===== src/verilog/objbus_pkg.sv =====
package objbus_pkg;

	localparam int COORD_W = 10;
	localparam int ADDR_W = 1;

	localparam logic [ADDR_W-1:0] ADDR_Y = 1'b0;
	localparam logic [ADDR_W-1:0] ADDR_X = 1'b1;

endpackage


===== src/verilog/motion_pkg.sv =====
package motion_pkg;

	localparam int VEL_W = 10;
	localparam int STEP_W = 6;

	localparam logic [9:0] X_MAX = 10'd639; // rightmost column.
	localparam logic [9:0] Y_FLOOR = 10'd479; // lowest row.

	localparam logic [STEP_W-1:0] JUMP_STEPS = 6'd36;

	// vertical speed for one step of the jump, negative is up.
	function automatic logic signed [VEL_W-1:0] jump_velocity(input logic [STEP_W-1:0] step);
		logic signed [VEL_W-1:0] vel;
		if (step <= 6'd1)
			vel = -10'sd12;
		else if (step <= 6'd5)
			vel = -10'sd9;
		else if (step <= 6'd9)
			vel = -10'sd6;
		else if (step <= 6'd13)
			vel = -10'sd3;
		else if (step <= 6'd15)
			vel = 10'sd0; // apex.
		else if (step <= 6'd19)
			vel = 10'sd3;
		else if (step <= 6'd23)
			vel = 10'sd6;
		else if (step <= 6'd27)
			vel = 10'sd9;
		else if (step <= 6'd29)
			vel = 10'sd12;
		else
			vel = 10'sd0; // landed, tail of the profile.
		return vel;
	endfunction

endpackage

===== src/verilog/ball_physics_top.sv =====
`timescale 1ns/1ps

module ball_physics_top #(
	parameter int FRAME_CYCLES = 16,
	parameter logic [objbus_pkg::COORD_W-1:0] DRIFT_SPEED = 4,
	parameter logic [objbus_pkg::COORD_W-1:0] X_START = 320,
	parameter logic [objbus_pkg::COORD_W-1:0] Y_START = 479
) (
	input logic clkdiv,
	input logic Reset,
	input logic jump,
	input logic move_left,
	input logic move_right,
	output logic [objbus_pkg::COORD_W-1:0] ball_x,
	output logic [objbus_pkg::COORD_W-1:0] ball_y,
	output logic airborne
);

	logic frame_tick;
	logic jump_req;
	logic jump_gnt;
	logic [objbus_pkg::ADDR_W-1:0] jump_addr;
	logic jump_we;
	logic [objbus_pkg::COORD_W-1:0] jump_wdata;
	logic drift_req;
	logic drift_gnt;
	logic [objbus_pkg::ADDR_W-1:0] drift_addr;
	logic drift_we;
	logic [objbus_pkg::COORD_W-1:0] drift_wdata;
	logic [objbus_pkg::ADDR_W-1:0] bus_addr;
	logic bus_we;
	logic [objbus_pkg::COORD_W-1:0] bus_wdata;
	logic [objbus_pkg::COORD_W-1:0] bus_rdata;

	frame_timer #(.FRAME_CYCLES(FRAME_CYCLES)) u_timer (
		.clkdiv(clkdiv), .Reset(Reset), .frame_tick(frame_tick)
	);

	jump_control u_jump (
		.clkdiv(clkdiv), .Reset(Reset), .frame_tick(frame_tick), .jump(jump),
		.jump_gnt(jump_gnt), .bus_rdata(bus_rdata), .jump_req(jump_req),
		.jump_addr(jump_addr), .jump_we(jump_we), .jump_wdata(jump_wdata),
		.airborne(airborne)
	);

	drift_control #(.DRIFT_SPEED(DRIFT_SPEED)) u_drift (
		.clkdiv(clkdiv), .Reset(Reset), .frame_tick(frame_tick),
		.move_left(move_left), .move_right(move_right), .drift_gnt(drift_gnt),
		.bus_rdata(bus_rdata), .drift_req(drift_req), .drift_addr(drift_addr),
		.drift_we(drift_we), .drift_wdata(drift_wdata)
	);

	bus_arbiter u_arb (
		.clkdiv(clkdiv), .Reset(Reset), .jump_req(jump_req), .drift_req(drift_req),
		.jump_addr(jump_addr), .jump_we(jump_we), .jump_wdata(jump_wdata),
		.drift_addr(drift_addr), .drift_we(drift_we), .drift_wdata(drift_wdata),
		.jump_gnt(jump_gnt), .drift_gnt(drift_gnt), .bus_addr(bus_addr),
		.bus_we(bus_we), .bus_wdata(bus_wdata)
	);

	object_ram #(.X_START(X_START), .Y_START(Y_START)) u_ram (
		.clkdiv(clkdiv), .Reset(Reset), .bus_addr(bus_addr), .bus_we(bus_we),
		.bus_wdata(bus_wdata), .bus_rdata(bus_rdata), .ball_x(ball_x),
		.ball_y(ball_y)
	);

endmodule


===== src/verilog/object_ram.sv =====
`timescale 1ns/1ps

module object_ram #(
	parameter logic [objbus_pkg::COORD_W-1:0] X_START = 320,
	parameter logic [objbus_pkg::COORD_W-1:0] Y_START = 479
) (
	input logic clkdiv,
	input logic Reset,
	input logic [objbus_pkg::ADDR_W-1:0] bus_addr,
	input logic bus_we,
	input logic [objbus_pkg::COORD_W-1:0] bus_wdata,
	output logic [objbus_pkg::COORD_W-1:0] bus_rdata,
	output logic [objbus_pkg::COORD_W-1:0] ball_x,
	output logic [objbus_pkg::COORD_W-1:0] ball_y
);

	logic [objbus_pkg::COORD_W-1:0] mem [2];

	always_ff @(posedge clkdiv or posedge Reset)
	begin
		if (Reset)
		begin
			mem[objbus_pkg::ADDR_X] <= X_START;
			mem[objbus_pkg::ADDR_Y] <= Y_START;
		end
		else if (bus_we)
			mem[bus_addr] <= bus_wdata;
	end

	always_ff @(posedge clkdiv)
	begin
		bus_rdata <= mem[bus_addr]; // one cycle read latency.
	end

	assign ball_x = mem[objbus_pkg::ADDR_X];
	assign ball_y = mem[objbus_pkg::ADDR_Y];

endmodule


===== src/verilog/bus_arbiter.sv =====
`timescale 1ns/1ps

module bus_arbiter (
	input logic clkdiv,
	input logic Reset,
	input logic jump_req,
	input logic drift_req,
	input logic [objbus_pkg::ADDR_W-1:0] jump_addr,
	input logic jump_we,
	input logic [objbus_pkg::COORD_W-1:0] jump_wdata,
	input logic [objbus_pkg::ADDR_W-1:0] drift_addr,
	input logic drift_we,
	input logic [objbus_pkg::COORD_W-1:0] drift_wdata,
	output logic jump_gnt,
	output logic drift_gnt,
	output logic [objbus_pkg::ADDR_W-1:0] bus_addr,
	output logic bus_we,
	output logic [objbus_pkg::COORD_W-1:0] bus_wdata
);

	logic last_jump; // jump won the previous grant.

	always_ff @(posedge clkdiv or posedge Reset)
	begin
		if (Reset)
		begin
			jump_gnt <= 1'b0;
			drift_gnt <= 1'b0;
			last_jump <= 1'b0;
		end
		else if (jump_gnt || drift_gnt)
		begin
			// release on the write cycle or when the request is gone.
			if (bus_we || (jump_gnt && !jump_req) || (drift_gnt && !drift_req))
			begin
				jump_gnt <= 1'b0;
				drift_gnt <= 1'b0;
			end
		end
		else if (jump_req && (!drift_req || !last_jump))
		begin
			jump_gnt <= 1'b1;
			last_jump <= 1'b1;
		end
		else if (drift_req)
		begin
			drift_gnt <= 1'b1;
			last_jump <= 1'b0;
		end
	end

	assign bus_addr = drift_gnt ? drift_addr : jump_addr;
	assign bus_wdata = drift_gnt ? drift_wdata : jump_wdata;
	assign bus_we = (jump_gnt & jump_we) | (drift_gnt & drift_we);

endmodule


===== src/verilog/drift_control.sv =====
`timescale 1ns/1ps

module drift_control #(
	parameter logic [objbus_pkg::COORD_W-1:0] DRIFT_SPEED = 4
) (
	input logic clkdiv,
	input logic Reset,
	input logic frame_tick,
	input logic move_left,
	input logic move_right,
	input logic drift_gnt,
	input logic [objbus_pkg::COORD_W-1:0] bus_rdata,
	output logic drift_req,
	output logic [objbus_pkg::ADDR_W-1:0] drift_addr,
	output logic drift_we,
	output logic [objbus_pkg::COORD_W-1:0] drift_wdata
);

	localparam logic [1:0] BUS_IDLE = 2'd0;
	localparam logic [1:0] BUS_REQ = 2'd1;
	localparam logic [1:0] BUS_WR = 2'd2;

	logic [1:0] bus_state;
	logic dir_left;
	logic [objbus_pkg::COORD_W:0] x_sum;

	always_ff @(posedge clkdiv or posedge Reset)
	begin
		if (Reset)
			bus_state <= BUS_IDLE;
		else if (frame_tick && (move_left ^ move_right))
			bus_state <= BUS_REQ; // both held means no motion.
		else if (bus_state == BUS_REQ && drift_gnt)
			bus_state <= BUS_WR;
		else if (bus_state == BUS_WR)
			bus_state <= BUS_IDLE;
	end

	always_ff @(posedge clkdiv)
	begin
		if (frame_tick)
			dir_left <= move_left;
	end

	always_comb
	begin
		x_sum = {1'b0, bus_rdata} + {1'b0, DRIFT_SPEED};
		if (dir_left)
			drift_wdata = (bus_rdata < DRIFT_SPEED) ? '0 : bus_rdata - DRIFT_SPEED;
		else if (x_sum > {1'b0, motion_pkg::X_MAX})
			drift_wdata = motion_pkg::X_MAX; // right edge.
		else
			drift_wdata = x_sum[objbus_pkg::COORD_W-1:0];
	end

	assign drift_req = (bus_state != BUS_IDLE);
	assign drift_we = (bus_state == BUS_WR);
	assign drift_addr = objbus_pkg::ADDR_X;

endmodule


===== src/verilog/jump_control.sv =====
`timescale 1ns/1ps

module jump_control (
	input logic clkdiv,
	input logic Reset,
	input logic frame_tick,
	input logic jump,
	input logic jump_gnt,
	input logic [objbus_pkg::COORD_W-1:0] bus_rdata,
	output logic jump_req,
	output logic [objbus_pkg::ADDR_W-1:0] jump_addr,
	output logic jump_we,
	output logic [objbus_pkg::COORD_W-1:0] jump_wdata,
	output logic airborne
);

	localparam logic [1:0] BUS_IDLE = 2'd0;
	localparam logic [1:0] BUS_REQ = 2'd1;
	localparam logic [1:0] BUS_WR = 2'd2;

	logic [1:0] bus_state;
	logic [motion_pkg::STEP_W-1:0] step;
	logic [motion_pkg::STEP_W-1:0] cur_step;
	logic signed [motion_pkg::VEL_W-1:0] tick_vel;
	logic signed [motion_pkg::VEL_W-1:0] vel;
	logic jump_q;
	logic jump_pend;
	logic jump_rise;
	logic start;
	logic [objbus_pkg::COORD_W+1:0] y_sum;

	assign jump_rise = jump & ~jump_q;
	assign start = ~airborne & (jump_pend | jump_rise);
	assign cur_step = airborne ? step : '0;
	assign tick_vel = motion_pkg::jump_velocity(cur_step);

	always_ff @(posedge clkdiv or posedge Reset)
	begin
		if (Reset)
		begin
			jump_q <= 1'b0;
			jump_pend <= 1'b0;
			airborne <= 1'b0;
			step <= '0;
			bus_state <= BUS_IDLE;
		end
		else
		begin
			jump_q <= jump;
			if (frame_tick)
				jump_pend <= 1'b0;
			else if (jump_rise && !airborne)
				jump_pend <= 1'b1; // hold it until the next frame.
			if (frame_tick && (airborne || start))
			begin
				if (cur_step == motion_pkg::JUMP_STEPS - 1'b1)
				begin
					airborne <= 1'b0;
					step <= '0;
				end
				else
				begin
					airborne <= 1'b1;
					step <= cur_step + 1'b1;
				end
				if (tick_vel != '0)
					bus_state <= BUS_REQ;
			end
			else if (bus_state == BUS_REQ && jump_gnt)
				bus_state <= BUS_WR; // read issued this cycle.
			else if (bus_state == BUS_WR)
				bus_state <= BUS_IDLE;
		end
	end

	always_ff @(posedge clkdiv)
	begin
		if (frame_tick)
			vel <= tick_vel;
	end

	// signed sum, then clamp to the screen rows.
	always_comb
	begin
		y_sum = {2'b00, bus_rdata} + {{2{vel[motion_pkg::VEL_W-1]}}, vel};
		if (y_sum[objbus_pkg::COORD_W+1])
			jump_wdata = '0;
		else if (y_sum > {2'b00, motion_pkg::Y_FLOOR})
			jump_wdata = motion_pkg::Y_FLOOR;
		else
			jump_wdata = y_sum[objbus_pkg::COORD_W-1:0];
	end

	assign jump_req = (bus_state != BUS_IDLE);
	assign jump_we = (bus_state == BUS_WR);
	assign jump_addr = objbus_pkg::ADDR_Y;

endmodule


===== src/verilog/frame_timer.sv =====
`timescale 1ns/1ps

module frame_timer #(
	parameter int FRAME_CYCLES = 16
) (
	input logic clkdiv,
	input logic Reset,
	output logic frame_tick
);

	localparam int CNT_W = $clog2(FRAME_CYCLES);
	localparam logic [CNT_W-1:0] LAST = CNT_W'(FRAME_CYCLES - 1);

	logic [CNT_W-1:0] count;

	always_ff @(posedge clkdiv or posedge Reset)
	begin
		if (Reset)
		begin
			count <= '0;
			frame_tick <= 1'b0;
		end
		else
		begin
			frame_tick <= (count == LAST); // one pulse per wrap.
			if (count == LAST)
				count <= '0;
			else
				count <= count + 1'b1;
		end
	end

endmodule


===== config.mk =====
export PLATFORM = sky130hd
export DESIGN_NAME = ball_physics_top
export DESIGN_NICKNAME = d
export VERILOG_FILES = /design/src/verilog/objbus_pkg.sv /design/src/verilog/motion_pkg.sv /design/src/verilog/ball_physics_top.sv /design/src/verilog/object_ram.sv /design/src/verilog/bus_arbiter.sv /design/src/verilog/drift_control.sv /design/src/verilog/jump_control.sv /design/src/verilog/frame_timer.sv
export SDC_FILE = /design/constraint.sdc
export NUM_CORES = 1
export LEC_CHECK = 0
export ABC_AREA = 1
export BUFFER_PORTS_ARGS = -buffer_cell sky130_fd_sc_hd__buf_2
export CORE_MARGIN = 4
export CORE_UTILIZATION = 65
export CTS_CLUSTER_DIAMETER = 40
export CTS_CLUSTER_SIZE = 16
export DETAILED_ROUTE_END_ITERATION = 8
export PLACE_DENSITY = 0.85
export REMOVE_ABC_BUFFERS = 1
export SLEW_MARGIN = 25
export SYNTH_ARGS = -nofsm -noshare
export SYNTH_HDL_FRONTEND = slang
export SYNTH_SLANG_ARGS = --single-unit
export TNS_END_PERCENT = 1

===== constraint.sdc =====
create_clock -name clkdiv -period 3.74 [get_ports clkdiv]
set_input_delay 0.561 -clock clkdiv [delete_from_list [all_inputs] [get_ports clkdiv]]
set_output_delay 0.561 -clock clkdiv [all_outputs]
set_load 0.005 [all_outputs]

==> flow_summary_export.csv <==
group,metric,value,unit
global_routing,track_usage,0.282,
cts,clk_latency,0.34,ns
synthesis,synthArstFlopShare,0.719,
timing,max_slew_margin,0.378,
final_layout,diodes,0,
global_routing,grt.overflow.total,0,
floorplanning,core_area,5240,um2
final_layout,num-fill-cells,404,
job,maxCapViolCount,0,
final_layout,final_cells,594,
critical_path,cp_data_required_time,4.01,ns
critical_path,path_cells,"ha_1 > inv_1 > fa_1 > inv_1 > nand3_1 > nand3_1 > nand2_1 > nand2_1 > nand2_1 > nand2_1 > nand4_1 > nand3_1 > nand2_1 > a21oi_2",
cts,cts_setup_buffers,0,
final_layout,nets,541,
cts,holdBufCountCts,0,
synthesis,yosysTopAreaCell,"dfrtp_1",
timing,setup_violations,0,
critical_path,path_common_cell,"nand2_1",
timing,fin_crit,2.40,ns
placed_design,place_hpwl,6410,um
final_layout,fin_area,3990,um2
global_routing,grt_pass1_vias,3161,
synthesis,ys_seq_area_frac,0.393,
timing,drv_slew,0,
route,route.met3.wl,496,um
critical_path,slowest_delay,0.43,ns
power,p_switching,1.12,mW
floorplanning,die_w,82.5,um
timing,rsz0062_at_grt,"no",
global_routing,grt_pass1_wl,14500,um
floorplanning,dieArea,6800,um2
floorplanning,rows,26,
global_routing,grt_max_degree,26,
global_routing,antenna_found_initial,0,
timing,skew,0.00640,ns
power,p_per_area,681,nW/um2
min_path,whs_path_depth,1,
floorplanning,initial_core_util,0.688,
power,swShare,0.411,
placed_design,port_buffers,25,
route,routed_via_density,5.59,
placed_design,dpl-instance-area,3770,um2
power,clock_power_share,0.226,
floorplanning,io_pins,26,
synthesis,synth.cell_area,3610,um2
route,routed.top_layer,"met4",
route,route.detailed.drc,0,
cts,cts_buffers,9,
power,leakage,2.15,nW
critical_path,path_max_fanout,4,
cts,cts_resized,0,
critical_path,cp.arrival,2.67,ns
critical_path,slowest_stage,"fa_1",
critical_path,crit_type,"flip-flop to flip-flop",
critical_path,crit_path_start_kind,"flip-flop",
route,route.met2.wl,4300,um
power,p_int,1.60,mW
synthesis,syn_inst,491,
route,wire_per_inst,14.4,um
cts,cts-htree-levels,3,
route,vias,3320,
timing,fin_tns_setup,0,ns
synthesis,yosysWarningCount,0,
route,firstDrtPassIters,5,
cts,cts.path.max_buffers,2,
floorplanning,dieHeight,82.5,um
min_path,hp-class,"input pin to flip-flop",
synthesis,synth_ff_type,"dfrtp_1",
run_status,outcome,"complete, no violations",
timing,min_period_over_period,0.642,
timing,holdWs,0.351,ns
cts,tritoncts,"done",
cts,clock-sinks,57,
power,pwr-share-seq,0.387,
synthesis,synth_area_leaders,"dfrtp_1, nand2_1, dfstp_2, inv_1, dfxtp_1",
timing,hold_viol,0,
synthesis,ys_ff_latch,57,
placed_design,finalWeightedCongestion,0.878,
route,routed_wl,8560,um
power,power,2.72,mW
timing,worstMarginPinSlew,0.932,ns
final_layout,area_growth,10.5,%
cts,clk_pin_slew,0.07,ns
critical_path,ff2ff_path_depth,14,
final_layout,multi_input_area,1830,um2
placed_design,dp_cells,578,
cts,cts-root-buf,"clkbuf_8",
timing,fmax,0.416,GHz
power,ir_drop,0.381,mV
power,pwr-share-comb,0.386,
final_layout,seqCellArea,1420,um2
critical_path,crit_path_end_kind,"flip-flop",
final_layout,drive_above_1_share,0.172,
synthesis,synth_edf_count,6,
route,ant_nets,0,
route,dr.first_iter.drc_count,215,
synthesis,yosysTopAreaCellShare,0.215,
route,wl_met1,3540,um
synthesis,syn_avg_cell_area,7.34,um2
synthesis,yosysUniqueCellTypes,40,
[worst paths after layout]
path | slack, ns | start | end
max in group asynchronous | 2.44 | Reset | u_ram.ball_y[1]
hold / removal | 0.35 | jump | u_jump.jump_q
hold reg to reg | 0.49 | u_ram.ball_y[7] | u_ram.ball_y[7]
setup reg to reg | 1.34 | u_ram.bus_rdata[0] | u_ram.ball_y[0]
min in group asynchronous | 0.42 | Reset | u_jump.jump_pend
setup / recovery | 1.34 | u_ram.bus_rdata[0] | u_ram.ball_y[0]
[cells by family (layout without fill, tap and decap cells)]
group	after synthesis	after routing	share of synthesized area
buf+inv	89	122	0.0978
fa+ha+maj	17	17	0.0611
compound gates	72	72	0.118
flops	57	57	0.393
simple gates	239	239	0.289
xor+xnor	17	17	0.0413
[metrics by stage]
| stage | util | worst slack, ns |
|---|---|---|
| global route | 0.761 | 1.14 |
| floorplan | - | 1.82 |
| detailed placement | 0.720 | 1.41 |
| finish | 0.761 | 1.34 |
| global placement | 0.720 | 1.46 |
| CTS | 0.761 | 1.38 |
[synth_stat cells (all sizes together) (2+ instances only)]
master,number
nand3,30
or2,2
xor2,13
clkbuf,3
buf,6
dfrtp,31
nand4,9
o21ai,27
a31oi,3
xnor2,4
a22oi,3
edfxtp,6
inv,79
nor2,54
o22ai,2
dfstp,10
nand2,136
nor3,6
o31ai,2
dfxtp,10
ha,16
a21oi,31
[power by group through the flow]
| stage | registers, mW | logic, mW | clock network, mW |
|---|---|---|---|
| floorplan | 1.01 | 0.735 | 0 |
| global placement | 1.05 | 1.00 | 0 |
| detailed placement | 1.06 | 1.03 | 0 |
| CTS | 1.05 | 1.05 | 0.617 |
| global route | 1.08 | 1.20 | 0.656 |
| finish | 1.05 | 1.05 | 0.615 |
[flip-flops by register name, summed over array words and instances, names as in the netlist, 2 cells and up]
name,flops
u_ram.ball_x,10
u_ram.ball_y,10
u_ram.bus_rdata,10
u_jump.step,6
u_jump.vel,5
u_timer.count,4
u_drift.bus_state,2
u_jump.bus_state,2
[routing by layer]
layer,GRT usage,vias to the layer above
li1,-,1628
met1,0.341,1529
met2,0.479,132
met3,0.0640,31
met4,0.123,0
met5,0,-
[placed cells by master (no fill, tap or decap), types with 2 or more instances in the layout]
cell type  synthesis  routed
nand2_1          133     133
inv_1             67      67
nor2_1            45      45
dfrtp_1           31      31
buf_2              3      25
nand3_1           24      24
a21oi_1           23      23
o21ai_0           18      18
ha_1              16      16
xor2_1            13      13
inv_2             12      12
dfstp_2           10      10
dfxtp_1           10      10
o21ai_1            9       9
nand4_1            9       9
clkbuf_8           0       9
nor2_2             8       8
a21oi_2            8       8
nor3_1             6       6
nand3_2            6       6
edfxtp_1           6       6
xnor2_1            4       4
a31oi_1            3       3
a22oi_1            3       3
nand2_2            3       3
o22ai_1            2       2
clkinv_1           1       2
o31ai_1            2       2
[worst max-delay path: cells and delay by family (launching register included)]
kind	cells	cell delay, ns
compound gates	1	0.11
fa+ha+maj	2	0.67
buf+inv	2	0.18
flops	1	0.39
simple gates	9	0.99
[cell type report]
class,instances,share of cell area
multi-input cells,345,0.460
flip-flops and latches,57,0.356
clock buffers,10,0.0374
clock inverters,6,0.0160
well taps,70,0.0220
inverters,80,0.0753
repair buffers,26,0.0333
Power figures use the tool's default switching activity.
